## src/mempool_pkg.sv

```systemverilog
/*
 * Shared address map, sizes, register offsets and types of the system shell.
 * Modules take what they need by a wildcard import in their header.
 */
package mempool_pkg;

  localparam int unsigned DataWidth = 32;

  typedef logic [31:0]          addr_t;
  typedef logic [DataWidth-1:0] data_t;

  localparam int unsigned NumCores = 4;

  // L2 geometry, word interleaved over the banks
  localparam int unsigned NumL2Banks     = 4;
  localparam int unsigned L2BankNumWords = 256;
  localparam int unsigned L2Words        = NumL2Banks * L2BankNumWords;

  typedef logic [$clog2(L2Words)-1:0]        l2_word_t;
  typedef logic [$clog2(NumL2Banks)-1:0]     l2_bank_sel_t;
  typedef logic [$clog2(L2BankNumWords)-1:0] l2_bank_addr_t;

  // Address map
  localparam addr_t L2BaseAddr      = 32'h8000_0000;
  localparam addr_t L2EndAddr       = L2BaseAddr + 32'h0000_1000;
  localparam addr_t BootromBaseAddr = 32'hA000_0000;
  localparam int unsigned BootromWords = 64;
  localparam data_t BootromSeed     = 32'hB007_0000;
  localparam addr_t CtrlBaseAddr    = 32'h4000_0000;
  localparam addr_t CtrlEndAddr     = 32'h4000_0100;
  localparam data_t ErrorData       = 32'hBADC_AB1E;

  typedef enum logic [1:0] {
    TgtL2,
    TgtBootrom,
    TgtCtrl,
    TgtNone
  } target_e;

  // Control register byte offsets
  localparam logic [7:0] RegEoc      = 8'h00;
  localparam logic [7:0] RegWakeUp   = 8'h04;
  localparam logic [7:0] RegDmaSrc   = 8'h08;
  localparam logic [7:0] RegDmaDst   = 8'h0C;
  localparam logic [7:0] RegDmaLen   = 8'h10;
  localparam logic [7:0] RegDmaStart = 8'h14;

  // One bit wider than the word index so a full L2 copy fits
  typedef logic [$clog2(L2Words):0] dma_len_t;

endpackage : mempool_pkg

```

## src/bootrom.sv

```systemverilog
/*
 * Boot ROM with generated contents: word i holds the seed plus i.
 * Indices past the image read as zero.
 */
`timescale 1ns/1ns

module bootrom
  import mempool_pkg::*;
(
  input  logic     clk_i,
  input  logic     rst_i,
  input  logic     req_i,
  input  l2_word_t word_i,
  output logic     rvalid_o,
  output data_t    rdata_o
);

  always_ff @(posedge clk_i) begin
    if (rst_i) begin
      rvalid_o <= 1'b0;
    end else begin
      rvalid_o <= req_i;
    end
  end

  always_ff @(posedge clk_i) begin
    if (req_i) begin
      rdata_o <= (word_i < BootromWords) ? BootromSeed + data_t'(word_i) : '0;
    end
  end

endmodule : bootrom

```

## config.mk

```make
export PLATFORM = sky130hd
export DESIGN_NAME = bootrom
export DESIGN_NICKNAME = d
export VERILOG_FILES = /design/src/mempool_pkg.sv /design/src/bootrom.sv
export SDC_FILE = /design/constraint.sdc
export NUM_CORES = 1
export LEC_CHECK = 0
export ABC_AREA = 0
export BUFFER_PORTS_ARGS = -buffer_cell sky130_fd_sc_hd__buf_2
export CAP_MARGIN = 30
export CORE_ASPECT_RATIO = 0.9
export CORE_MARGIN = 2
export CORE_UTILIZATION = 37
export DETAILED_ROUTE_END_ITERATION = 8
export PLACE_DENSITY = 0.76
export SLEW_MARGIN = 40
export SYNTH_ARGS = -nofsm -noshare
export SYNTH_HDL_FRONTEND = slang
export SYNTH_SLANG_ARGS = --single-unit
```

## constraint.sdc

```tcl
create_clock -name clk_i -period 0.91 [get_ports clk_i]
set_input_delay 0.1365 -clock clk_i [delete_from_list [all_inputs] [get_ports clk_i]]
set_output_delay 0.1365 -clock clk_i [all_outputs]
set_load 0.03 [all_outputs]
```

### Word-level counts from Yosys, hierarchy flattened

Cells that the tools add are included.

| word-level totals | value |
|---|---|
| logic and storage cells | 4 |
| memories | 0 |
| latch bits | 0 |
| output and inout port bits | 33 |
| bits in read-only memories | 0 |
| bits in registers | 33 |
| bits of input ports | 13 |
| bits in writable memories | 0 |

| cells by class | value |
|---|---|
| multiplexer cells | 0 |
| bitwise operators | 0 |
| $mul | 0 |
| equal/unequal tests | 0 |
| reduce and logical (&&, ||, !) cells | 0 |
| shift-type cells | 0 |
| divide/modulo/power cells | 0 |
| order comparisons | 1 |
| add/sub/neg operators | 1 |

Operator list:

| kind | count |
|---|---|
| adder 32 x 10 -> 32 bit (first input constant) | 1 |
| < comparator 10 x 7 -> 1 bit (second input constant) | 1 |

### Longest topological paths before layout

Gate-level depths: netlist (run 1).

| logic depth | value |
|---|---|
| depth after elaboration | 1 |
| depth in mapped cells | 2 |
| mapped depth without buffers | 2 |

### Worst setup path after synthesis (run 1)

No wires, ideal clock.

| path | value |
|---|---|
| path kind | register to output |
| start | register rdata_o[29] (netlist name) |
| end | output rdata_o[17] |
| stages on the path, launching flop included | 2 |
| path slack | -0.018 ns |
| arrival | 0.792 ns |
| path buffers | 1 |
| path through | edfxtp_1 -> buf_4 |

RTL lines:

| element | line | RTL |
|---|---|---|
| end: declaration | bootrom.sv:15 | `output data_t rdata_o` |

### Worst setup path after layout (run 1)

| path | value |
|---|---|
| start | register rdata_o[29] |
| end | output rdata_o[29] |

RTL lines:

| element | line | RTL |
|---|---|---|
| start signal: assignment | bootrom.sv:28 | `rdata_o <= (word_i < BootromWords) ? BootromSeed + data_t'(word_i) : '0;` |

No word-level cell between the ends.

==> results of run 1 <==
==> registers in the layout (all words and copies together), names as in the netlist <==
signal    count
rdata_o      11
rvalid_o      1
==> kinds of logic after synthesis <==
group / share of synthesized area
buf+inv: 0.2733
simple gates: 0.1128
flops: 0.6074
other cells: 0.006501
==> worst max-delay path by stage <==
| stage | start | endpoint | slack [ns] | cells after the start |
|---|---|---|---|---|
| after floorplan | rdata_o[29] | rdata_o[17] | -0.02 | 1 |
| after global placement | word_i[8] | rdata_o[2] | -0.008 | 3 |
| after detailed placement | word_i[8] | rdata_o[2] | -0.07 | 3 |
| after CTS | rdata_o[29] | rdata_o[17] | -0.15 | 1 |
| after global routing | rdata_o[29] | rdata_o[18] | -0.21 | 1 |
| final | rdata_o[29] | rdata_o[29] | -0.14 | 1 |
==> layer usage <==
layer | wire [microns] | GRT usage | vias to the layer above
met5 | 0 | 0 | -
met4 | 0 | 0.07059 | 0
met3 | 93 | 0.07826 | 0
met2 | 430 | 0.1437 | 28
met1 | 300 | 0.1064 | 144
li1 | - | - | 160
==> Yosys cell counts <==
master                     instances  share of area
sky130_fd_sc_hd__and2_1            6          0.065
sky130_fd_sc_hd__nor4_4            1          0.037
sky130_fd_sc_hd__conb_1            1         0.0065
sky130_fd_sc_hd__edfxtp_1         11           0.57
sky130_fd_sc_hd__dfxtp_1           1          0.035
sky130_fd_sc_hd__nor2b_1           1          0.011
sky130_fd_sc_hd__buf_4            21           0.27
==> timing repair <==
item,in CTS,in global routing
resized for setup,20,3
hold buffers,0,1
endpoints found under the setup margin,16,17
cloned,0,0
endpoints found under the hold margin,0,1
==> power breakdown <==
part	total [mW]	internal (mW)	switching [mW]
Combinational	0.326	0.0964	0.229
Clock	0.336	0.159	0.177
Sequential	0.657	0.640	0.0179
Total	1.32	0.895	0.424
==> per-stage QoR <==
stage / instance area (sq um) / cells / setup WS, ns
after global routing: 759.5 / 89 / -0.2123
after global placement: 654.4 / 84 / -0.007865
after detailed placement: 654.4 / 84 / -0.06853
after floorplan: 648.1 / 61 / -0.01813
after CTS: 743.2 / 88 / -0.1526
final: 759.5 / 89 / -0.1429
==> area by class of cell <==
class,count,area [sq um],area share
Sequential cell,12,350.3,0.4613
Timing Repair Buffer,30,224.0,0.2949
Multi-Input combinational cell,28,140.1,0.1845
Clock buffer,3,22.52,0.02965
Tap cell,15,18.77,0.02471
Clock inverter,1,3.754,0.004942
==> impl_metrics.toml, run 1 <==
[placement]
detailedPlacementHpwl_microns = 624.4
routabilityCongestion = 0.5869
place.port_buffers = 29

[timing]
max_freq_mhz = 949.7
grt_setup_unrepaired = "true"
setup_total_negative_slack_ns = -1.217
fin_ws_ns = -0.1429
post_route_fraction_of_the_period_consumed_by_the_critical_path = 1.157
finalHoldViolations = 0
post-route-min-period_ns = 1.053
timing.final.max_slew_violations = 0
setup_viol_count_final = 16
hold_slack_ns = 0.1341

[grt]
maximum_number_of_pins_on_one_net_before_global_route_repair = 13
grt_pass1_wl_microns = 1283
grt_antenna_before_repair = 0
first_global_vias = 293
grt_remaining_overflow = 0
total_track_usage = 0.1042

[clock_tree]
ctsLongestPathBuffers = 2
htreeDepth = 1
cts_tree = "done"
setup_buffers_after_cts = 0
clock_tree.root_cell = "sky130_fd_sc_hd__clkbuf_4"
clkSinkCount = 12
path_clk_slew_ns = 0.07
cts-buffers-inserted = 3

[min_path]
timing.hold.worst_path_depth = 2
min_to = "rdata_o[5]"
min-delay-start = "word_i[5]"
hp-class = "in -> reg"

[layout]
antenna_cells = 0
post_route_cells_drive_above_1_share = 0.4459
fillerInstances = 136
utilization = 0.5246
flow.area_growth_from_synthesis_pct = 31.67
final_cell_mix = "sky130_fd_sc_hd__conb_1, sky130_fd_sc_hd__buf_2, sky130_fd_sc_hd__buf_6, sky130_fd_sc_hd__edfxtp_1, sky130_fd_sc_hd__and2_1"
num-nets-final = 88
leading_cell_type_in_the_layout_fill_and_taps_excluded = "sky130_fd_sc_hd__conb_1"

[detailed_routing]
route.detailed.vias_per_inst = 3.730
drtIter0Drc = 2
routed_wirelength_microns = 824
remaining_antenna_violation_count = 0
route.detailed.wl_per_inst_microns = 9.258
drt_first_pass_iters = 2
drc = 0
detailroute.via_count = 332

[logic_synthesis]
synth.cell_area_sq_um = 576.8
postSynthAreaPerCell_sq_um = 13.73
post_synth_num_cell_types = 7
synth_warn = 0
synth_seq_area_share = 0.6074
yosys_register_bits = 12
syn-instance-count = 42

[outcome]
status = "complete, but fails checks"
violations_in_the_final_reports = "setup timing"

[worst_setup_path]
cp.arrival_ns = 0.92
critPathKind = "reg -> out"
slowest_delay_ns = 0.44
cp_slowest_cell = "sky130_fd_sc_hd__edfxtp_1"
critical-path-top-delay-family = "flip-flops"
cp_num_buf_inv = 1
critical_path.cell_chain = "buf_2"
critPathRequiredTime_ns = 0.77
startpoint_type = "register"
worst-path-max-fanout = 6
setup.worst_path.end_class = "output port"

[job]
timing.max_cap.violations = 0

[die]
fp.dieH_microns = 41.46
core-area_sq_mm = 0.001448
rows = 13
fp.dieW_microns = 45.62
num_io_pins = 46
initial_utilization = 0.3984
design.die.area_sq_mm = 0.001891

[power_and_ir_drop]
leakage_nw = 0.3583
total_power_mw = 1.319
power.ir.vdd_worst_v = 0.0008981
power-per-cell-area_mw_per_mm2 = 1737
No activity file was read; power rests on OpenSTA's default activity.
==> run 2: changes to the inputs <==
Settings changed: CELL_PAD_IN_SITES_DETAIL_PLACEMENT set to 0, CELL_PAD_IN_SITES_GLOBAL_PLACEMENT set to 1, CORE_UTILIZATION 37 to 27, PLACE_DENSITY 0.76 to 0.86, TNS_END_PERCENT set to 5.
==> run 2 against run 1 <==
Net effect:
- the run still ends with setup timing left
- via count rose by 1.2%
- worst hold slack got worse by 0.11 ns
- fmax barely moved
- die area rose by 33%
- clock-buffer cell count did not move
- non-clock buffer count fell by 1
==> impl_metrics.toml, run 2 (synthesis results as in run 1) <==
[outcome]
status = "complete, but fails checks"
violations_in_the_final_reports = "setup timing"

[die]
rows = 15
fp.dieH_microns = 47.85
fp.dieW_microns = 52.72
core-area_sq_mm = 0.001971
initial_utilization = 0.2927
num_io_pins = 46
design.die.area_sq_mm = 0.002523

[detailed_routing]
routed_wirelength_microns = 842
drc = 0
detailroute.via_count = 336
met3_length_microns = 110
maxUsedRoutingLayer = "met3"
route.detailed.vias_per_inst = 3.429
remaining_antenna_violation_count = 0
drt_first_pass_iters = 1
route.detailed.wl_per_inst_microns = 8.592
drtIter0Drc = 0
dr_wl_met2_microns = 481
routedLengthMet1_microns = 250

[layout]
leading_cell_type_in_the_layout_fill_and_taps_excluded = "sky130_fd_sc_hd__conb_1"
flow.area_growth_from_synthesis_pct = 30.37
antenna_cells = 0
layout.area.seq_sq_um = 350.3
multi_input_logic_area_sq_um = 140.1
fillerInstances = 204
largest_register_ff_count = 11
final_cell_mix = "sky130_fd_sc_hd__conb_1, sky130_fd_sc_hd__buf_2, sky130_fd_sc_hd__edfxtp_1, sky130_fd_sc_hd__buf_6, sky130_fd_sc_hd__and2_1"
num-nets-final = 87
top_regs = "rdata_o (11), rvalid_o (1)"
post_route_cells_drive_above_1_share = 0.4521
max_flop_register = "rdata_o"

[clock_tree]
clkSinkCount = 12
cts-buffers-inserted = 3
cts_tree = "done"
htreeDepth = 1
path_clk_slew_ns = 0.08
clock_tree.root_cell = "sky130_fd_sc_hd__clkbuf_4"
ctsLongestPathBuffers = 2

[timing]
timing.final.max_slew_violations = 0
hold_slack_ns = 0.02193
post_route_fraction_of_the_period_consumed_by_the_critical_path = 1.158
setup_viol_count_final = 16
finalHoldViolations = 0
max_freq_mhz = 949.4
fin_ws_ns = -0.1433
post-route-min-period_ns = 1.053
grt_setup_unrepaired = "true"

[grt]
first_global_vias = 310
grt_remaining_overflow = 0
grt_pass1_wl_microns = 1290
grt_antenna_before_repair = 0
maximum_number_of_pins_on_one_net_before_global_route_repair = 13
total_track_usage = 0.07833

[job]
timing.max_cap.violations = 0

[worst_setup_path]
cp_slowest_cell = "sky130_fd_sc_hd__edfxtp_1"
startpoint_type = "register"
critical-path-top-delay-family = "flip-flops"
slowest_delay_ns = 0.44
critPathRequiredTime_ns = 0.77
cp.arrival_ns = 0.92
cp-startpoint = "rdata_o[29]"
worstSetupPathDepth = 1
worstSetupEndpoint = "rdata_o[29]"
cp_num_buf_inv = 1
setup.worst_path.end_class = "output port"
worst-path-max-fanout = 6
critical_path.cell_chain = "buf_2"
critPathKind = "reg -> out"

[power_and_ir_drop]
p_int_mw = 0.8862
leakage_nw = 0.3510
power-per-cell-area_mw_per_mm2 = 1725
total_power_mw = 1.297
power.ir.vdd_worst_v = 0.0006785
switching_share = 0.3166
p_sw_mw = 0.4107
share_comb_of_total_power = 0.245
power.sequential.fraction = 0.506
clock_power_share = 0.249

[placement]
place.port_buffers = 29
routabilityCongestion = 0.5336

[min_path]
hp-class = "in -> reg"
[run 2: stage by stage]
stage | area, sq um | setup WS, ns | setup TNS (ns) | utilization | std cells
finish | 752.0 | -0.1433 | -1.140 | 0.3816 | 98
global route | 752.0 | -0.2199 | -2.067 | 0.3816 | 98
CTS | 752.0 | -0.1660 | -1.463 | 0.3816 | 98
detailed placement | 666.9 | -0.06436 | -0.3404 | 0.3384 | 94
global placement | 666.9 | -0.02743 | -0.1473 | 0.3384 | 94
floorplan | 648.1 | -0.01813 | -0.09065 | - | 61
[run 2: repair_timing]
action | in CTS | in global routing
buffers inserted | 0 | 0
hold buffers | 0 | 0
resized for setup | 19 | 0
gates cloned | 0 | 0
endpoints found under the setup margin | 17 | 16
[run 2: power groups by stage]
stage          Clock [mW]  Sequential [mW]  Combinational [mW]
6_report            0.323            0.656               0.317
5_1_grt             0.371            0.662               0.337
4_1_cts             0.345            0.657               0.318
3_5_place_dp            0            0.663               0.287
3_3_place_gp            0            0.660               0.285
2_1_floorplan           0            0.739               0.198
[run 2: worst min-delay path by stage]
| stage | startpoint | cells past startpoint | slack (ns) | to |
|---|---|---|---|---|
| 3_5_place_dp | rst_i | 2 | 0.30 | rvalid_o |
| 6_report | rst_i | 2 | 0.02 | rvalid_o |
| 3_3_place_gp | rst_i | 2 | 0.29 | rvalid_o |
| 4_1_cts | rst_i | 2 | 0.01 | rvalid_o |
| 5_1_grt | rst_i | 2 | 0.003 | rvalid_o |
| 2_1_floorplan | rst_i | 1 | 0.21 | rvalid_o |
[run 2: layer usage]
metal  global-route usage  vias to the layer above
met1              0.05598                      148
li1                     -                      160
met5                    0                        -
met2               0.1550                       28
met4              0.03077                        0
met3              0.05938                        0
[run 2: cell type report]
type,count,share of cell area
multi-input combinational,28,0.1864
timing repair buffer,29,0.2712
tap,25,0.04160
clock buffer,3,0.02995
sequential,12,0.4659
clock inverter,1,0.004992
==> run 3: changes to the inputs <==
Settings changed: CORE_MARGIN 2 to 4, CORE_UTILIZATION 27 to 24, PLACE_DENSITY 0.86 to 0.81.
Clock period 0.91 ns to 0.9 ns, I/O delays scaled along.
==> run 3 against run 2 <==
Net effect:
- the run still ends with setup timing left
- non-clock buffer count rose by 1
- sequential power rose by 1%
- via count fell by 3.0%
- clock-buffer cell count rose by 1
- worst setup slack got worse by 0.0060 ns
- routed wire length rose by 19%
- flip-flop and latch count did not move
- critical path type unchanged
- critical endpoint is now rdata_o[31]
- largest power group unchanged
- highest routed layer unchanged
==> impl_metrics.toml, run 3 (synthesis results as in run 1) <==
[timing]
grt_setup_unrepaired = "true"
timing.final.max_slew_violations = 0
setup_viol_count_final = 16
max_freq_mhz = 953.0
post-route-min-period_ns = 1.049
post_route_fraction_of_the_period_consumed_by_the_critical_path = 1.166
hold_slack_ns = 0.01337
finalHoldViolations = 0
fin_ws_ns = -0.1493

[clock_tree]
count_of_hold_buffers_inserted_by_post_cts_repair = 0
cts_tree = "done"
cts-buffers-inserted = 3
clock_tree.root_cell = "sky130_fd_sc_hd__clkbuf_4"
ctsLongestPathBuffers = 2
htreeDepth = 1
clkSinkCount = 12
setup_buffers_after_cts = 0
path_clk_slew_ns = 0.08

[die]
core-area_sq_mm = 0.002242
design.die.area_sq_mm = 0.003253
num_io_pins = 46
rows = 16
initial_utilization = 0.2573
fp.dieH_microns = 54.51
fp.dieW_microns = 59.68

[detailed_routing]
routed_wirelength_microns = 1000
route.detailed.wl_per_inst_microns = 9.901
drc = 0
route.detailed.vias_per_inst = 3.228
drtIter0Drc = 0
remaining_antenna_violation_count = 0
drt_first_pass_iters = 1
detailroute.via_count = 326

[min_path]
min-delay-start = "rst_i"
hp-class = "in -> reg"
timing.hold.worst_path_depth = 2
min_to = "rvalid_o"

[worst_setup_path]
critPathRequiredTime_ns = 0.76
critical-path-top-delay-family = "flip-flops"
critical_path.cell_chain = "buf_2"
cp_num_buf_inv = 1
setup.worst_path.end_class = "output port"
critPathKind = "reg -> out"
cp-startpoint = "rdata_o[29]"
worst-path-max-fanout = 6
slowest_delay_ns = 0.44
cp_slowest_cell = "sky130_fd_sc_hd__edfxtp_1"
startpoint_type = "register"
cp.arrival_ns = 0.91

[layout]
final_cell_mix = "sky130_fd_sc_hd__conb_1, sky130_fd_sc_hd__buf_2, sky130_fd_sc_hd__buf_6, sky130_fd_sc_hd__edfxtp_1, sky130_fd_sc_hd__and2_1"
leading_cell_type_in_the_layout_fill_and_taps_excluded = "sky130_fd_sc_hd__conb_1"
num-nets-final = 88
stdcell_count = 101
postLayoutCellArea_sq_um = 772.0
largest_register_ff_count = 11
utilization = 0.3443
layout.area.seq_sq_um = 350.3
multi_input_logic_area_sq_um = 140.1
flow.area_growth_from_synthesis_pct = 33.84
fillerInstances = 229
post_route_cells_drive_above_1_share = 0.4595
max_flop_register = "rdata_o"
top_regs = "rdata_o (11), rvalid_o (1)"
antenna_cells = 0

[job]
timing.max_cap.violations = 0

[grt]
grt_pass1_wl_microns = 1255
first_global_vias = 284
maximum_number_of_pins_on_one_net_before_global_route_repair = 13
grt_antenna_before_repair = 0
total_track_usage = 0.05763
grt_remaining_overflow = 0

[placement]
place.detailed.instances = 97
placed_area_sq_um = 676.9
detailedPlacementHpwl_microns = 809
place.port_buffers = 29
routabilityCongestion = 0.5629

[power_and_ir_drop]
power-per-cell-area_mw_per_mm2 = 1737
total_power_mw = 1.341
leakage_nw = 0.3591
power.ir.vdd_worst_v = 0.0005667

[outcome]
status = "complete, but fails checks"
violations_in_the_final_reports = "setup timing"
-- run 3: cell types whose count changed in the layout (fill, tap and decap cells not counted) --
cell                       previous run  this run
sky130_fd_sc_hd__buf_2               19        18
sky130_fd_sc_hd__buf_6                9        11
sky130_fd_sc_hd__clkbuf_1             0         1
sky130_fd_sc_hd__clkinv_1             1         0
-- run 3: where the power goes --
part	total [mW]	switching (mW)	internal, mW
clock network	0.346	0.174	0.171
registers	0.665	0.0178	0.647
logic	0.330	0.234	0.0961
total	1.34	0.426	0.914
-- run 3: layout make-up --
| type | instances | area share |
|---|---|---|
| well taps | 27 | 0.04376 |
| multi-input cells | 28 | 0.1815 |
| repair buffers | 30 | 0.2869 |
| clock buffers | 4 | 0.03404 |
| flip-flops and latches | 12 | 0.4538 |
-- run 3: what timing repair did --
action                     CTS  global route
gates resized for setup     21             1
setup endpoints to repair   17            17
cloned                       0             0
-- run 3: metrics by stage --
step	setup TNS [ns]	setup slack [ns]
after global routing	-1.918	-0.1979
after CTS	-1.595	-0.1771
final	-1.263	-0.1493
after global placement	-0.08544	-0.01742
after detailed placement	-0.1293	-0.02807
after floorplan	-0.1332	-0.02663
-- run 3: worst max path at each step --
stage                   to  depth (start not counted)
5_1_grt        rdata_o[28]                          1
2_1_floorplan  rdata_o[17]                          1
6_report       rdata_o[31]                          1
3_3_place_gp    rdata_o[0]                          4
3_5_place_dp    rdata_o[4]                          4
4_1_cts        rdata_o[31]                          1
-- run 3: metal layers --
| metal | GRT usage | up-vias | share of wire |
|---|---|---|---|
| met3 | 0.01415 | 0 | 0.11 |
| met4 | 0.06642 | 0 | 0 |
| met1 | 0.05241 | 141 | 0.30 |
| li1 | - | 160 | - |
| met5 | 0 | - | 0 |
| met2 | 0.09892 | 25 | 0.59 |
