===== config.mk =====
export PLATFORM = sky130hd
export DESIGN_NAME = dma_fsm
export DESIGN_NICKNAME = d
export VERILOG_FILES = /design/src/mempool_pkg.sv /design/src/dma_fsm.sv
export SDC_FILE = /design/constraint.sdc
export NUM_CORES = 1
export LEC_CHECK = 0
export ABC_AREA = 1
export BUFFER_PORTS_ARGS = -buffer_cell sky130_fd_sc_hd__buf_2
export CORE_ASPECT_RATIO = 1.25
export CORE_UTILIZATION = 42
export DETAILED_ROUTE_END_ITERATION = 10
export PLACE_DENSITY = 0.77
export SYNTH_ARGS = -nofsm -noshare
export SYNTH_HDL_FRONTEND = slang
export SYNTH_SLANG_ARGS = --single-unit

===== constraint.sdc =====
create_clock -name clk_i -period 2.2 [get_ports clk_i]
set_input_delay 0.11 -clock clk_i [delete_from_list [all_inputs] [get_ports clk_i]]
set_output_delay 0.11 -clock clk_i [all_outputs]
set_load 0.005 [all_outputs]

===== src/mempool_pkg.sv =====
/*
 * Shared address map, sizes, register offsets and types of the system shell.
 * Modules take what they need by a wildcard import in their header.
 */
package mempool_pkg;

  localparam int unsigned DataWidth = 32;

  typedef logic [31:0]          addr_t;
  typedef logic [DataWidth-1:0] data_t;

  localparam int unsigned NumCores = 4;

  // L2 geometry, word interleaved over the banks
  localparam int unsigned NumL2Banks     = 4;
  localparam int unsigned L2BankNumWords = 256;
  localparam int unsigned L2Words        = NumL2Banks * L2BankNumWords;

  typedef logic [$clog2(L2Words)-1:0]        l2_word_t;
  typedef logic [$clog2(NumL2Banks)-1:0]     l2_bank_sel_t;
  typedef logic [$clog2(L2BankNumWords)-1:0] l2_bank_addr_t;

  // Address map
  localparam addr_t L2BaseAddr      = 32'h8000_0000;
  localparam addr_t L2EndAddr       = L2BaseAddr + 32'h0000_1000;
  localparam addr_t BootromBaseAddr = 32'hA000_0000;
  localparam int unsigned BootromWords = 64;
  localparam data_t BootromSeed     = 32'hB007_0000;
  localparam addr_t CtrlBaseAddr    = 32'h4000_0000;
  localparam addr_t CtrlEndAddr     = 32'h4000_0100;
  localparam data_t ErrorData       = 32'hBADC_AB1E;

  typedef enum logic [1:0] {
    TgtL2,
    TgtBootrom,
    TgtCtrl,
    TgtNone
  } target_e;

  // Control register byte offsets
  localparam logic [7:0] RegEoc      = 8'h00;
  localparam logic [7:0] RegWakeUp   = 8'h04;
  localparam logic [7:0] RegDmaSrc   = 8'h08;
  localparam logic [7:0] RegDmaDst   = 8'h0C;
  localparam logic [7:0] RegDmaLen   = 8'h10;
  localparam logic [7:0] RegDmaStart = 8'h14;

  // One bit wider than the word index so a full L2 copy fits
  typedef logic [$clog2(L2Words):0] dma_len_t;

endpackage : mempool_pkg


===== src/dma_fsm.sv =====
/*
 * DMA state machine. Copies one word per pass inside L2: read the source,
 * wait for the data, write the destination, then step the counter.
 */
`timescale 1ns/1ns

module dma_fsm
  import mempool_pkg::*;
(
  input  logic     clk_i,
  input  logic     rst_i,
  input  logic     start_i,
  input  l2_word_t src_i,
  input  l2_word_t dst_i,
  input  l2_word_t offset_i,
  input  logic     last_i,
  input  logic     gnt_i,
  input  logic     rvalid_i,
  input  data_t    rdata_i,
  output logic     load_o,
  output logic     step_o,
  output logic     req_o,
  output logic     we_o,
  output l2_word_t word_o,
  output data_t    wdata_o,
  output logic     busy_o
);

  typedef enum logic [1:0] {
    Idle,
    Read,
    Wait,
    Write
  } state_e;

  state_e state_q, state_d;
  data_t  data_q;

  assign busy_o  = (state_q != Idle);
  assign load_o  = (state_q == Idle) && start_i;
  assign req_o   = (state_q == Read) || (state_q == Write);
  assign we_o    = (state_q == Write);
  assign word_o  = (state_q == Write) ? dst_i + offset_i : src_i + offset_i;
  assign wdata_o = data_q;
  assign step_o  = (state_q == Write) && gnt_i;

  always_comb begin
    state_d = state_q;
    case (state_q)
      Idle:  if (start_i) state_d = Read;
      Read:  if (gnt_i) state_d = Wait;
      Wait:  if (rvalid_i) state_d = Write;
      Write: if (gnt_i) state_d = last_i ? Idle : Read;
      default: state_d = Idle;
    endcase
  end

  always_ff @(posedge clk_i) begin
    if (rst_i) begin
      state_q <= Idle;
    end else begin
      state_q <= state_d;
    end
  end

  // Hold the source word until the write is granted
  always_ff @(posedge clk_i) begin
    if (state_q == Wait && rvalid_i) begin
      data_q <= rdata_i;
    end
  end

endmodule : dma_fsm


Yosys cells after proc, flatten, opt, wreduce, memory -nomap -nowiden
Index checks and enable logic that the tools add are counted.
{"block": "word_totals", "word_cells": 25, "regBits": 34, "out_inout_bits": 47, "in_bits": 68}
{"block": "op_classes", "n_reduce_logical": 7, "n_eq_ne": 7, "muxes": 7, "addsub": 2}
{"operator": "10-bit adder", "n": 2}
{"operator": "10-bit 2-to-1 mux", "n": 1}
{"operator": "2-bit 2-to-1 mux", "n": 4}
{"operator": "2-bit inequality test, second input constant", "n": 4}
{"operator": "2-bit one-hot mux with 4 select lines", "n": 1}
{"operator": "2-bit == test, second input constant", "n": 2}
{"operator": "4-bit AND reduction", "n": 1}
{"operator": "1-bit logical AND", "n": 3}
{"operator": "2-bit by 1-bit == test with 1-bit output, second input constant", "n": 1}
{"operator": "2-bit logical NOT", "n": 1}
{"operator": "2-bit nonzero test", "n": 1}
{"operator": "1-bit logical OR", "n": 1}
{"operator": "1-bit 2-to-1 mux", "n": 1}

Logic depth before layout (Yosys ltp)
Gate-level depths: netlist of run 1.
{"block": "depth", "ltp_word": 3, "ltp_mapped": 14, "mapped_depth_nobuf": 13}

Worst setup path before layout of run 1
Ideal clock, no wire load.
{"block": "synth_timing", "kind": "register to output", "from": "register state_q[0]", "to": "output word_o[6]", "n_path_buf": 1, "t_arrival_ns": 1.931, "required_time_ns": 2.090, "setup_slack_ns": 0.159, "path_stages_with_launch": 13, "path_cell_list": "dfxtp_1 > ha_1 > clkbuf_1 > nand2_1 > nand2_1 > ha_1 > fa_1 > nand3_1 > nand2_1 > nand3_1 > nand2_1 > nand2_1 > nand2_1"}
{"block": "synth_between", "elab_chain_len": 2}
{"item": "start: declaration", "line_no": "dma_fsm.sv:36", "source": "state_e state_q, state_d;"}
{"item": "start signal: assignment", "line_no": "dma_fsm.sv:60", "source": "state_q <= Idle;"}
{"item": "start signal: assignment", "line_no": "dma_fsm.sv:62", "source": "state_q <= state_d;"}
{"item": "2-bit == test"}
{"item": "net we_o", "line_no": "dma_fsm.sv:23", "source": "output logic we_o,"}
{"item": "10-bit 2-to-1 mux", "line_no": "dma_fsm.sv:43", "source": "assign word_o = (state_q == Write) ? dst_i + offset_i : src_i + offset_i;"}
{"item": "end: declaration", "line_no": "dma_fsm.sv:24", "source": "output l2_word_t word_o,"}
The timed path passes the listed nets, and every way through them passes these cells.

Worst setup path after layout of run 1
{"block": "layout_timing", "from": "register state_q[0]", "to": "output word_o[6]"}
{"block": "layout_between", "elab_chain_len": 2}
{"item": "2-bit == test", "line_no": "dma_fsm.sv:43"}
{"item": "10-bit 2-to-1 mux", "line_no": "dma_fsm.sv:43"}
No other way between the ends.

==> results.toml, run 1 <==
[timing]
fmax_ghz = 0.452
timing.hold.ws_ns = 0.00286
fin_ws_ns = -0.0125
rsz0062_at_grt = "yes"
finalCritPeriodShare = 1.01
fin_setup_tns_ns = -0.0125
fin_skew_ns = 0.00504
timing.slew.headroom = 0.744
fin_crit_ns = 2.21
hold_viol = 0
finalMaxSlewViolations = 0
setup_viol = 1
tightest_slew_ns = 0.384

[layout]
final_common_cell = "buf_2"
fill_cells = 281
n_antenna_cell = 0
layout-drive-gt1-share = 0.476
area_growth_pct = 69.8
regArea_um2 = 1000
multi_input_area_um2 = 857
final_area_um2 = 3030
nNetsFinal = 420
final_core_util = 0.745
final_cell_mix = "buf_2, nand2_1, edfxtp_1, inv_1, dlygate4sd3_1"
layoutNonFillerInstCount = 394

[clocking]
clock_path_buffers = 2
cts_buffers = 5
cts_root_buffer = "clkbuf_8"
clock-sinks = 34
htreeDepth = 2
cts_tree = "built"
clock_latency_ns = 0.28
path_clk_slew_ns = 0.07

[outcome]
violations = "negative setup slack"
outcome = "complete, but fails checks"

[detailed_routing]
wirelength_mm = 5.07
route.detailed.vias_per_inst = 4.64
drtAntennaViolNets = 0
wl_per_cell_um = 12.9
drtPass1Iterations = 4
vias = 1828
remaining_drc_errors = 0
drt_iter0_drc = 48

[floorplanning]
die_w_um = 60.3
die_h_um = 74.9
row_count = 26
start_util = 0.439
die-area_um2 = 4510
ios = 115
core_area_um2 = 4070

[pwr]
fin_total_pwr_mw = 2.52
ir_worst_vdd_mv = 0.417
p_leak_nw = 1.50
power_density_nw_per_um2 = 831

[critical_path]
cp_data_required_time_ns = 2.09
endpoint_kind = "primary output"
r2r_cells = 6
reg2reg_to = "wdata_o[29]"
slowest_stage = "fa_2"
critPathBufInv = 2
r2r-start = "state_q[0]"
ff2ff_setup_slack_ns = 0.65
slowest_delay_ns = 0.36
crit_chain = "ha_4 > inv_4 > nand2_2 > nand2_2 > ha_4 > fa_2 > nand3_2 > nand2_4 > nand3_2 > nand2_1 > nand2_1 > nand2_1 > buf_2"
critPathKind = "reg -> out"
worst-path-max-fanout = 12
start_kind = "flop"
crit_family = "adder cells"
timing.critical_path.arrival_ns = 2.10
worst_path_most_repeated_cell = "nand2_1"

[logic_synthesis]
syn_inst = 187
yosysUniqueCellTypes = 18
yosys_register_bits = 34
syn_area_per_cell_um2 = 9.54
synth_area_um2 = 1780
synth_warnings = 0
ys_seq_area_frac = 0.561
yosysTopAreaCell = "edfxtp_1"
synth_top_area_frac = 0.539
synth_area_leaders = "edfxtp_1, nand2_1, ha_1"
synth_nets = 270

[run]
maxCapViolCount = 0

[global_routing]
grt_start_max_net_pins = 33
grt_pass1_wl_mm = 6.53
grt.total_usage = 0.198
grt_pass1_vias = 1571
antenna_found_initial = 0
grt_remaining_overflow = 0

[placement]
dp_hpwl_mm = 3.31
port_buffers = 114
placed_cells = 359
place_ws_ns = 0.121
place.gp.congestion = 0.865
post_dp_cell_area_um2 = 2440

[worst_hold_path]
min-delay-start = "rdata_i[20]"
hold_class = "in -> reg"
holdPathStages = 1
hold_end = "wdata_o[20]"
[report_power, final]
| part | internal (mW) | switching, mW | leakage (nW) | total, mW |
|---|---|---|---|---|
| Combinational | 0.474 | 0.520 | 1.12 | 0.994 |
| Sequential | 0.817 | 0.0319 | 0.307 | 0.849 |
| Clock | 0.454 | 0.221 | 0.0683 | 0.675 |
| Total | 1.75 | 0.773 | 1.50 | 2.52 |
[worst max path at each step]
stage	from	end	slack (ns)	cells after the start
6_report	state_q[0]	word_o[6]	-0.01	13
2_1_floorplan	state_q[0]	word_o[6]	0.16	12
4_1_cts	state_q[1]	word_o[9]	0.004	12
3_3_place_gp	state_q[0]	word_o[6]	0.17	13
5_1_grt	state_q[0]	word_o[6]	-0.11	13
3_5_place_dp	state_q[0]	word_o[6]	0.12	13
[metal layers]
layer  track usage  vias to the layer above  share of wire
met5             0                        -              0
met4        0.0853                        0          0.031
met3        0.0567                       17          0.092
met2         0.371                      113           0.54
met1         0.200                      795           0.34
li1              -                      903              -
[kinds of logic after synthesis]
group	count (synthesis)	share of synthesized area
flip-flops	34	0.561
AND/OR/NAND/NOR	100	0.225
AO/OA/AOI/OAI	8	0.0259
buffers and inverters	26	0.0589
adder cells (fa/ha/maj)	15	0.109
XOR/XNOR	4	0.0196
[Yosys cell counts]
library cell / n
a21oi_1: 6
a21oi_2: 1
o21a_1: 1
dfxtp_1: 2
or2_4: 1
fa_1: 1
inv_2: 1
nand3b_1: 1
xor2_1: 4
nand3_1: 12
nor2_1: 7
nand4_1: 1
ha_1: 14
buf_6: 1
nand2_1: 78
clkbuf_1: 1
inv_1: 23
edfxtp_1: 32
[worst register-to-register path: cells and delay by family, from the launching register on]
family                   cells  cell delay (ns)
flip-flops                   1             0.34
buffers and inverters        4             0.63
AND/OR/NAND/NOR              1             0.05
adder cells (fa/ha/maj)      1             0.17
[state kept, by name (all words and copies together), names as in the netlist]
name and count:
state_q 2, wdata_o 32
[area by class of cell]
| class | instances | share of cell area |
|---|---|---|
| multi-input combinational | 127 | 0.283 |
| sequential | 34 | 0.331 |
| clock buffer | 5 | 0.0227 |
| timing repair buffer | 145 | 0.287 |
| tap | 56 | 0.0231 |
| inverter | 24 | 0.0306 |
| clock inverter | 3 | 0.0227 |
[what timing repair did]
| item | in CTS | in global routing |
|---|---|---|
| endpoints found under the setup margin | 7 | 6 |
| hold buffers | 19 | 4 |
| gates resized for setup | 12 | 24 |
| endpoints found under the hold margin | 20 | 4 |
| setup buffers | 0 | 4 |
| pin swaps | 1 | 6 |
Power figures use the tool's default switching activity.
==> run 2: changes to the inputs <==
Settings changed: BUFFER_PORTS_ARGS -buffer_cell sky130_fd_sc_hd__buf_2 to not set, CORE_UTILIZATION 42 to 60, CTS_BUF_LIST set to sky130_fd_sc_hd__clkbuf_16, DONT_BUFFER_PORTS set to 1, PLACE_DENSITY 0.77 to 0.73.
Clock period 2.2 ns to 2.6 ns, I/O delays scaled along.
==> run 2 against run 1 <==
Net effect: the flow now finishes without violations; flip-flop and latch count stayed put; non-clock buffer count is 110 lower; clock skew hardly changed; cell area is 23% lower; largest cell class unchanged.
==> results.toml, run 2 (synthesis gave the netlist of run 1 again) <==
[outcome]
outcome = "finished, final reports clean"

[worst_hold_path]
hold_end = "state_q[1]"
hold_class = "in -> reg"
min-delay-start = "gnt_i"
holdPathStages = 4

[pwr]
p_leak_nw = 1.06
p_sw_uw = 602
clockPowerShare = 0.340
ir_worst_vdd_mv = 0.697
power.share.combinational = 0.274
intPower_mw = 1.35
seq_power_share = 0.385
fin_total_pwr_mw = 1.95
power_density_nw_per_um2 = 835
swShare = 0.309

[clocking]
clock_path_buffers = 2
cts_buffers = 5
clock_latency_ns = 0.28
clock-sinks = 34
cts_root_buffer = "clkbuf_16"
cts_tree = "built"
path_clk_slew_ns = 0.06
htreeDepth = 2

[layout]
nNetsFinal = 310
n_antenna_cell = 0
layout-drive-gt1-share = 0.0614
area_growth_pct = 30.9
largest_reg_flops = 32
regArea_um2 = 1000
final_cell_mix = "nand2_1, dlygate4sd3_1, edfxtp_1, inv_1, ha_1"
fill_cells = 139
final_common_cell = "nand2_1"
multi_input_area_um2 = 691

[timing]
setup_viol = 0
fmax_ghz = 0.415
fin_skew_ns = 0.00494
fin_crit_ns = 2.41
finalMaxSlewViolations = 0
timing.slew.headroom = 0.740
rsz0062_at_grt = "no"
hold_viol = 0
finalCritPeriodShare = 0.926
fin_setup_tns_ns = 0
tightest_slew_ns = 0.390

[critical_path]
crit_chain = "ha_4 > inv_2 > nand2_1 > nand2_1 > ha_1 > fa_1 > nand3_1 > nand2_1 > nand3_1 > nand2_1 > nand2_1 > nand2_1"
r2r_cells = 5
slowest_delay_ns = 0.41
timing.critical_path.arrival_ns = 2.28
endpoint_kind = "primary output"
reg2reg_to = "wdata_o[9]"
start_kind = "flop"
worst-path-max-fanout = 12
slowest_stage = "fa_1"
r2r-start = "state_q[0]"
cp_data_required_time_ns = 2.47
worst_path_most_repeated_cell = "nand2_1"
critPathKind = "reg -> out"
ff2ff_setup_slack_ns = 1.09

[global_routing]
grt_pass1_vias = 1442
grt_start_max_net_pins = 33
antenna_found_initial = 0
grt_remaining_overflow = 0
grt_pass1_wl_mm = 6.81
grt.total_usage = 0.298

[floorplanning]
die_h_um = 63.0
ios = 115
die-area_um2 = 3200
start_util = 0.647
die_w_um = 50.8
core_area_um2 = 2760
row_count = 21

[detailed_routing]
drt_iter0_drc = 45
remaining_drc_errors = 0
wl_per_cell_um = 17.5
route.detailed.vias_per_inst = 5.58
drtAntennaViolNets = 0
drtPass1Iterations = 4
vias = 1463
wirelength_mm = 4.59

[placement]
dp_hpwl_mm = 2.95
place.gp.congestion = 0.830
port_buffers = 0

[run]
maxCapViolCount = 0
-- run 2: cell types whose count changed in the layout (fill, tap and decap cells not counted), moves of 2 or more --
cell           previous run  this run
a21oi_1                   3         6
a21oi_2                   3         1
buf_2                   114         0
buf_4                     7         2
clkbuf_16                 0         5
clkbuf_8                  5         0
dlygate4sd3_1            23        33
ha_1                      5        13
ha_4                      9         1
nand2_1                  68        78
nand2_2                   9         0
nand3_1                   9        12
nand3_2                   3         0
-- run 2: timing repair --
action,CTS,global route
endpoints found under the setup margin,2,3
resized for setup,1,3
buffers inserted,0,0
hold buffers,33,0
endpoints found under the hold margin,34,0
pin swaps,0,1
-- run 2: per-layer routing --
| metal | GRT usage | share of wire | vias up |
|---|---|---|---|
| li1 | - | - | 683 |
| met1 | 0.345 | 0.36 | 660 |
| met2 | 0.520 | 0.52 | 112 |
| met3 | 0.0560 | 0.092 | 8 |
| met4 | 0.135 | 0.020 | 0 |
| met5 | 0 | 0 | - |
-- run 2: power by group through the flow --
stage               clock, mW  combinational (mW)  sequential, mW
global route            0.681               0.607           0.757
global placement            0               0.448           0.741
detailed placement          0               0.475           0.748
CTS                     0.656               0.520           0.740
finish                  0.663               0.535           0.752
floorplan                   0               0.386           0.737
-- run 2: worst max-delay path: cells and delay by family, from the launching register on --
kind	cells	cell delay, ns
simple gates	8	0.65
buf+inv	1	0.12
flops	1	0.38
fa+ha+maj	3	0.85
-- run 2: worst max-delay path by stage --
stage                     startpoint   endpoint  slack (ns)
after floorplan           state_q[0]  word_o[6]        0.54
after global placement    state_q[0]  word_o[8]        0.34
after detailed placement  state_q[0]  word_o[8]        0.18
after CTS                 state_q[0]  word_o[8]        0.01
after global routing      state_q[1]  word_o[6]        0.04
final                     state_q[0]  word_o[6]        0.19
-- run 2: layout make-up --
| class | count | share of cell area |
|---|---|---|
| Clock inverter | 3 | 0.0161 |
| Timing Repair Buffer | 35 | 0.148 |
| Tap cell | 34 | 0.0182 |
| Inverter | 24 | 0.0386 |
| Sequential cell | 34 | 0.430 |
| Multi-Input combinational cell | 127 | 0.296 |
| Clock buffer | 5 | 0.0536 |
-- run 2: stage by stage --
step                      setup slack [ns]  hold slack (ns)  instances  utilization  instance area, um^2
after floorplan                      0.539            0.199        187            -                 1780
final                                0.191            0.136        262        0.846                 2330
after global routing                0.0362            0.188        262        0.846                 2330
after CTS                           0.0131            0.142        262        0.842                 2320
after global placement               0.339            0.201        221        0.662                 1830
after detailed placement             0.177            0.206        221        0.662                 1830
==> run 3: changes to the inputs <==
Settings changed: ABC_AREA 1 to 0.
==> run 3 against run 2 <==
Net effect: the flow now stops in global routing (5_1_grt); synthesized cell count down 41%; synthesized area down 7.4%.
==> results.toml, run 3 <==
[global_routing]
antenna_found_initial = 2
grt.total_usage = 0.806
grt_remaining_overflow = 51
grt_start_max_net_pins = 33

[logic_synthesis]
synth.most_common_cell = "edfxtp_1"
synth_enable_flop_cells = 32
synth_warnings = 0
async_reset_ff_frac = 0
yosysTopAreaCell = "edfxtp_1"
yosysUniqueCellTypes = 29
yosys_register_bits = 34
synth_nets = 194
synth_top_area_frac = 0.581
synth_area_um2 = 1650
syn_area_per_cell_um2 = 14.9
synth_ff_type = "edfxtp_1"
synth_commonest_cells = "edfxtp_1, ha_1, mux2_2"
ys_seq_area_frac = 0.606
syn_inst = 111
synth_area_leaders = "edfxtp_1, ha_1, mux2_2"

[floorplanning]
row_count = 20
ios = 115
die_h_um = 60.7
die_w_um = 48.9
start_util = 0.654

[timing]
crit_endpoint = "word_o[7]"
worst-ep-kind = "top-level output"

[placement]
place.gp.congestion = 0.666
port_buffers = 0
dp_hpwl_mm = 2.49

[clocking]
clock-sinks = 34
cts_root_buffer = "clkbuf_16"
cts_buffers = 5
clock_path_buffers = 2
htreeDepth = 2

[outcome]
error = "[ERROR GRT-0232] Routing congestion too high. Check the congestion heatmap in the GUI."
lastStage = "global routing (5_1_grt)"
outcome = "aborted with a tool error"
run 3: changes by cell type after synthesis, moves of 2 or more:
cell / previous run / this run
and2_1: 0 / 4
xnor2_1: 0 / 6
inv_1: 23 / 6
a21o_1: 0 / 2
nand2_1: 78 / 1
nor2_1: 7 / 4
mux2_2: 0 / 9
mux2i_1: 0 / 2
o21bai_1: 0 / 3
nand3_1: 12 / 3
run 3: per-layer routing:
layer | GRT usage | GRT overflow
met2 | 1.00 | 23
met4 | 0.979 | 28
met5 | 0.183 | 0
met1 | 0.723 | 0
met3 | 0.674 | 0
run 3: kinds of logic after synthesis:
logic type	Yosys count	share of synthesized area
xor+xnor	9	0.0477
flops	34	0.606
fa+ha+maj	15	0.118
mux	11	0.0734
simple gates	18	0.0613
compound gates	17	0.0780
buf+inv	7	0.0159
run 3: repair_timing:
action | 4_1_cts
endpoints found under the setup margin | 5
hold endpoints to repair | 34
buffers inserted | 5
gates resized for setup | 22
hold buffers | 33
pin swaps | 17
run 3: per-stage QoR:
step | hold slack (ns) | instances | setup WS, ns | area (um^2)
after CTS | 0.228 | 195 | -0.0163 | 2380
after global placement | 0.208 | 149 | 0.0735 | 1740
after detailed placement | 0.205 | 149 | -0.00345 | 1740
after floorplan | 0.199 | 111 | 0.0000655 | 1660
==> run 4: changes to the inputs <==
Settings changed: CORE_ASPECT_RATIO 1.25 to not set, CORE_UTILIZATION 60 to 40, CTS_BUF_LIST sky130_fd_sc_hd__clkbuf_16 to not set, PLACE_DENSITY 0.73 to not set, PLACE_DENSITY_LB_ADDON set to 0.15.
==> run 4 against run 3 <==
Net effect: synthesized area unchanged; the run now ends clean; synthesized cell count unchanged.
==> results.toml, run 4 <==
[clocking]
cts_tree = "built"
htreeDepth = 2
clock-sinks = 34
cts_root_buffer = "clkbuf_8"
clock_latency_ns = 0.27
path_clk_slew_ns = 0.06
cts_buffers = 5
clock_path_buffers = 2

[global_routing]
grt_start_max_net_pins = 33
grt.total_usage = 0.161
grt_remaining_overflow = 0
antenna_found_initial = 0
grt_pass1_wl_mm = 5.13
grt_pass1_vias = 1070

[timing]
rsz0062_at_grt = "yes"
setup_viol = 0
fin_skew_ns = 0.00472
finalMaxSlewViolations = 0
hold_viol = 0
tightest_slew_ns = 0.392
timing.slew.headroom = 0.738
fin_ws_ns = 0.0409
fmax_ghz = 0.391
fin_crit_ns = 2.56
finalCritPeriodShare = 0.984

[outcome]
outcome = "finished, final reports clean"

[logic_synthesis]
synth_area_leaders = "edfxtp_1, ha_1, mux2_2"
ys_seq_area_frac = 0.606
synth_area_um2 = 1650
yosysTopAreaCell = "edfxtp_1"
synth.most_common_cell = "edfxtp_1"
synth_enable_flop_cells = 32
synth_ff_type = "edfxtp_1"
syn_area_per_cell_um2 = 14.9
synth_nets = 194
synth_warnings = 0
synth_top_area_frac = 0.581
yosys_register_bits = 34
async_reset_ff_frac = 0
synth_commonest_cells = "edfxtp_1, ha_1, mux2_2"
syn_inst = 111
yosysUniqueCellTypes = 29

[detailed_routing]
wl_per_cell_um = 17.5
drtPass1Iterations = 4
route.detailed.vias_per_inst = 5.18
drt_iter0_drc = 47
drtAntennaViolNets = 0
vias = 1077
remaining_drc_errors = 0
wirelength_mm = 3.64

[floorplanning]
core_area_um2 = 3970
die_w_um = 66.3
die-area_um2 = 4390
start_util = 0.416
die_h_um = 66.3
row_count = 23
ios = 115

[pwr]
p_leak_nw = 0.831
ir_worst_vdd_mv = 0.220
power_density_nw_per_um2 = 717

[worst_hold_path]
hold_class = "in -> reg"
holdPathStages = 3

[layout]
n_antenna_cell = 0
final_cell_mix = "dlygate4sd3_1, edfxtp_1, buf_4"
layout-drive-gt1-share = 0.259
final_area_um2 = 2290
final_core_util = 0.577
area_growth_pct = 38.7
nNetsFinal = 241
largest_reg_flops = 32
final_common_cell = "dlygate4sd3_1"

[critical_path]
r2r_cells = 7
start_kind = "flop"
endpoint_kind = "primary output"
worst-path-max-fanout = 6
cp_data_required_time_ns = 2.47
timing.critical_path.arrival_ns = 2.43
critPathKind = "reg -> out"

[placement]
port_buffers = 0
place.gp.congestion = 0.667
dp_hpwl_mm = 2.55
place_ws_ns = -0.0164
post_dp_cell_area_um2 = 1760

[run]
maxCapViolCount = 0
==> run 4: logic make-up (layout without fill, tap and decap cells) <==
logic type,after synthesis,after routing,synth area share
buffers and inverters,7,54,0.0159
AO/OA/AOI/OAI,17,17,0.0780
flip-flops,34,34,0.606
adder cells (fa/ha/maj),15,15,0.118
XOR/XNOR,9,9,0.0477
multiplexers,11,11,0.0734
AND/OR/NAND/NOR,18,18,0.0613
==> run 4: path summary, 6_finish.rpt <==
path	end	slack (ns)	startpoint
setup / recovery	word_o[7]	0.04	state_q[1]
hold / removal	state_q[0]	0.17	last_i
setup reg to reg	state_q[0]	0.97	state_q[0]
hold reg to reg	state_q[0]	0.64	state_q[0]
==> run 4: what timing repair did <==
| item | in CTS | in global routing |
|---|---|---|
| pin swaps | 10 | 4 |
| endpoints found under the setup margin | 5 | 3 |
| buffers inserted | 2 | 0 |
| gates resized for setup | 18 | 2 |
| hold endpoints to repair | 34 | 0 |
| hold buffers | 33 | 0 |
==> run 4: metal layers <==
metal | vias to the layer above | routed length, um | GRT usage | part of all wire
li1 | 503 | - | - | -
met4 | 0 | 32 | 0.0718 | 0.0088
met2 | 75 | 1940 | 0.297 | 0.53
met1 | 497 | 1340 | 0.169 | 0.37
met3 | 2 | 317 | 0.0414 | 0.087
met5 | - | 0 | 0 | 0
==> run 4: power by group <==
part | switching, mW | total, mW | internal [mW]
Combinational | 0.280 | 0.549 | 0.269
Clock | 0.164 | 0.343 | 0.179
Sequential | 0.0478 | 0.751 | 0.703
==> run 4: through the flow <==
step | power [mW] | hold slack [ns] | setup TNS [ns] | cells
after floorplan | 1.09 | 0.199 | 0 | 111
after global placement | 1.19 | 0.220 | 0 | 166
after detailed placement | 1.21 | 0.212 | -0.0197 | 166
after CTS | 1.66 | 0.166 | -0.000791 | 208
after global routing | 1.75 | 0.184 | -0.262 | 208
final | 1.64 | 0.171 | 0 | 208
==> run 4: cell type report <==
| cell class | count | area (um^2) |
|---|---|---|
| Fill cell | 328 | 1680 |
| Sequential cell | 34 | 1000 |
| Timing Repair Buffer | 41 | 394 |
| Clock buffer | 5 | 68.8 |
| Tap cell | 50 | 62.6 |
| Clock inverter | 2 | 10.0 |
| Inverter | 6 | 22.5 |
| Multi-Input combinational cell | 70 | 731 |
==> run 4: worst max-delay path, stage by stage (launching register included) <==
cell and delay [ns]:
dfxtp_2 0.35, ha_4 0.20, mux2_2 0.37, ha_4 0.23, and3_2 0.22, a2111oi_4 0.33
o21bai_1 0.14, a21oi_2 0.14, xnor2_1 0.17
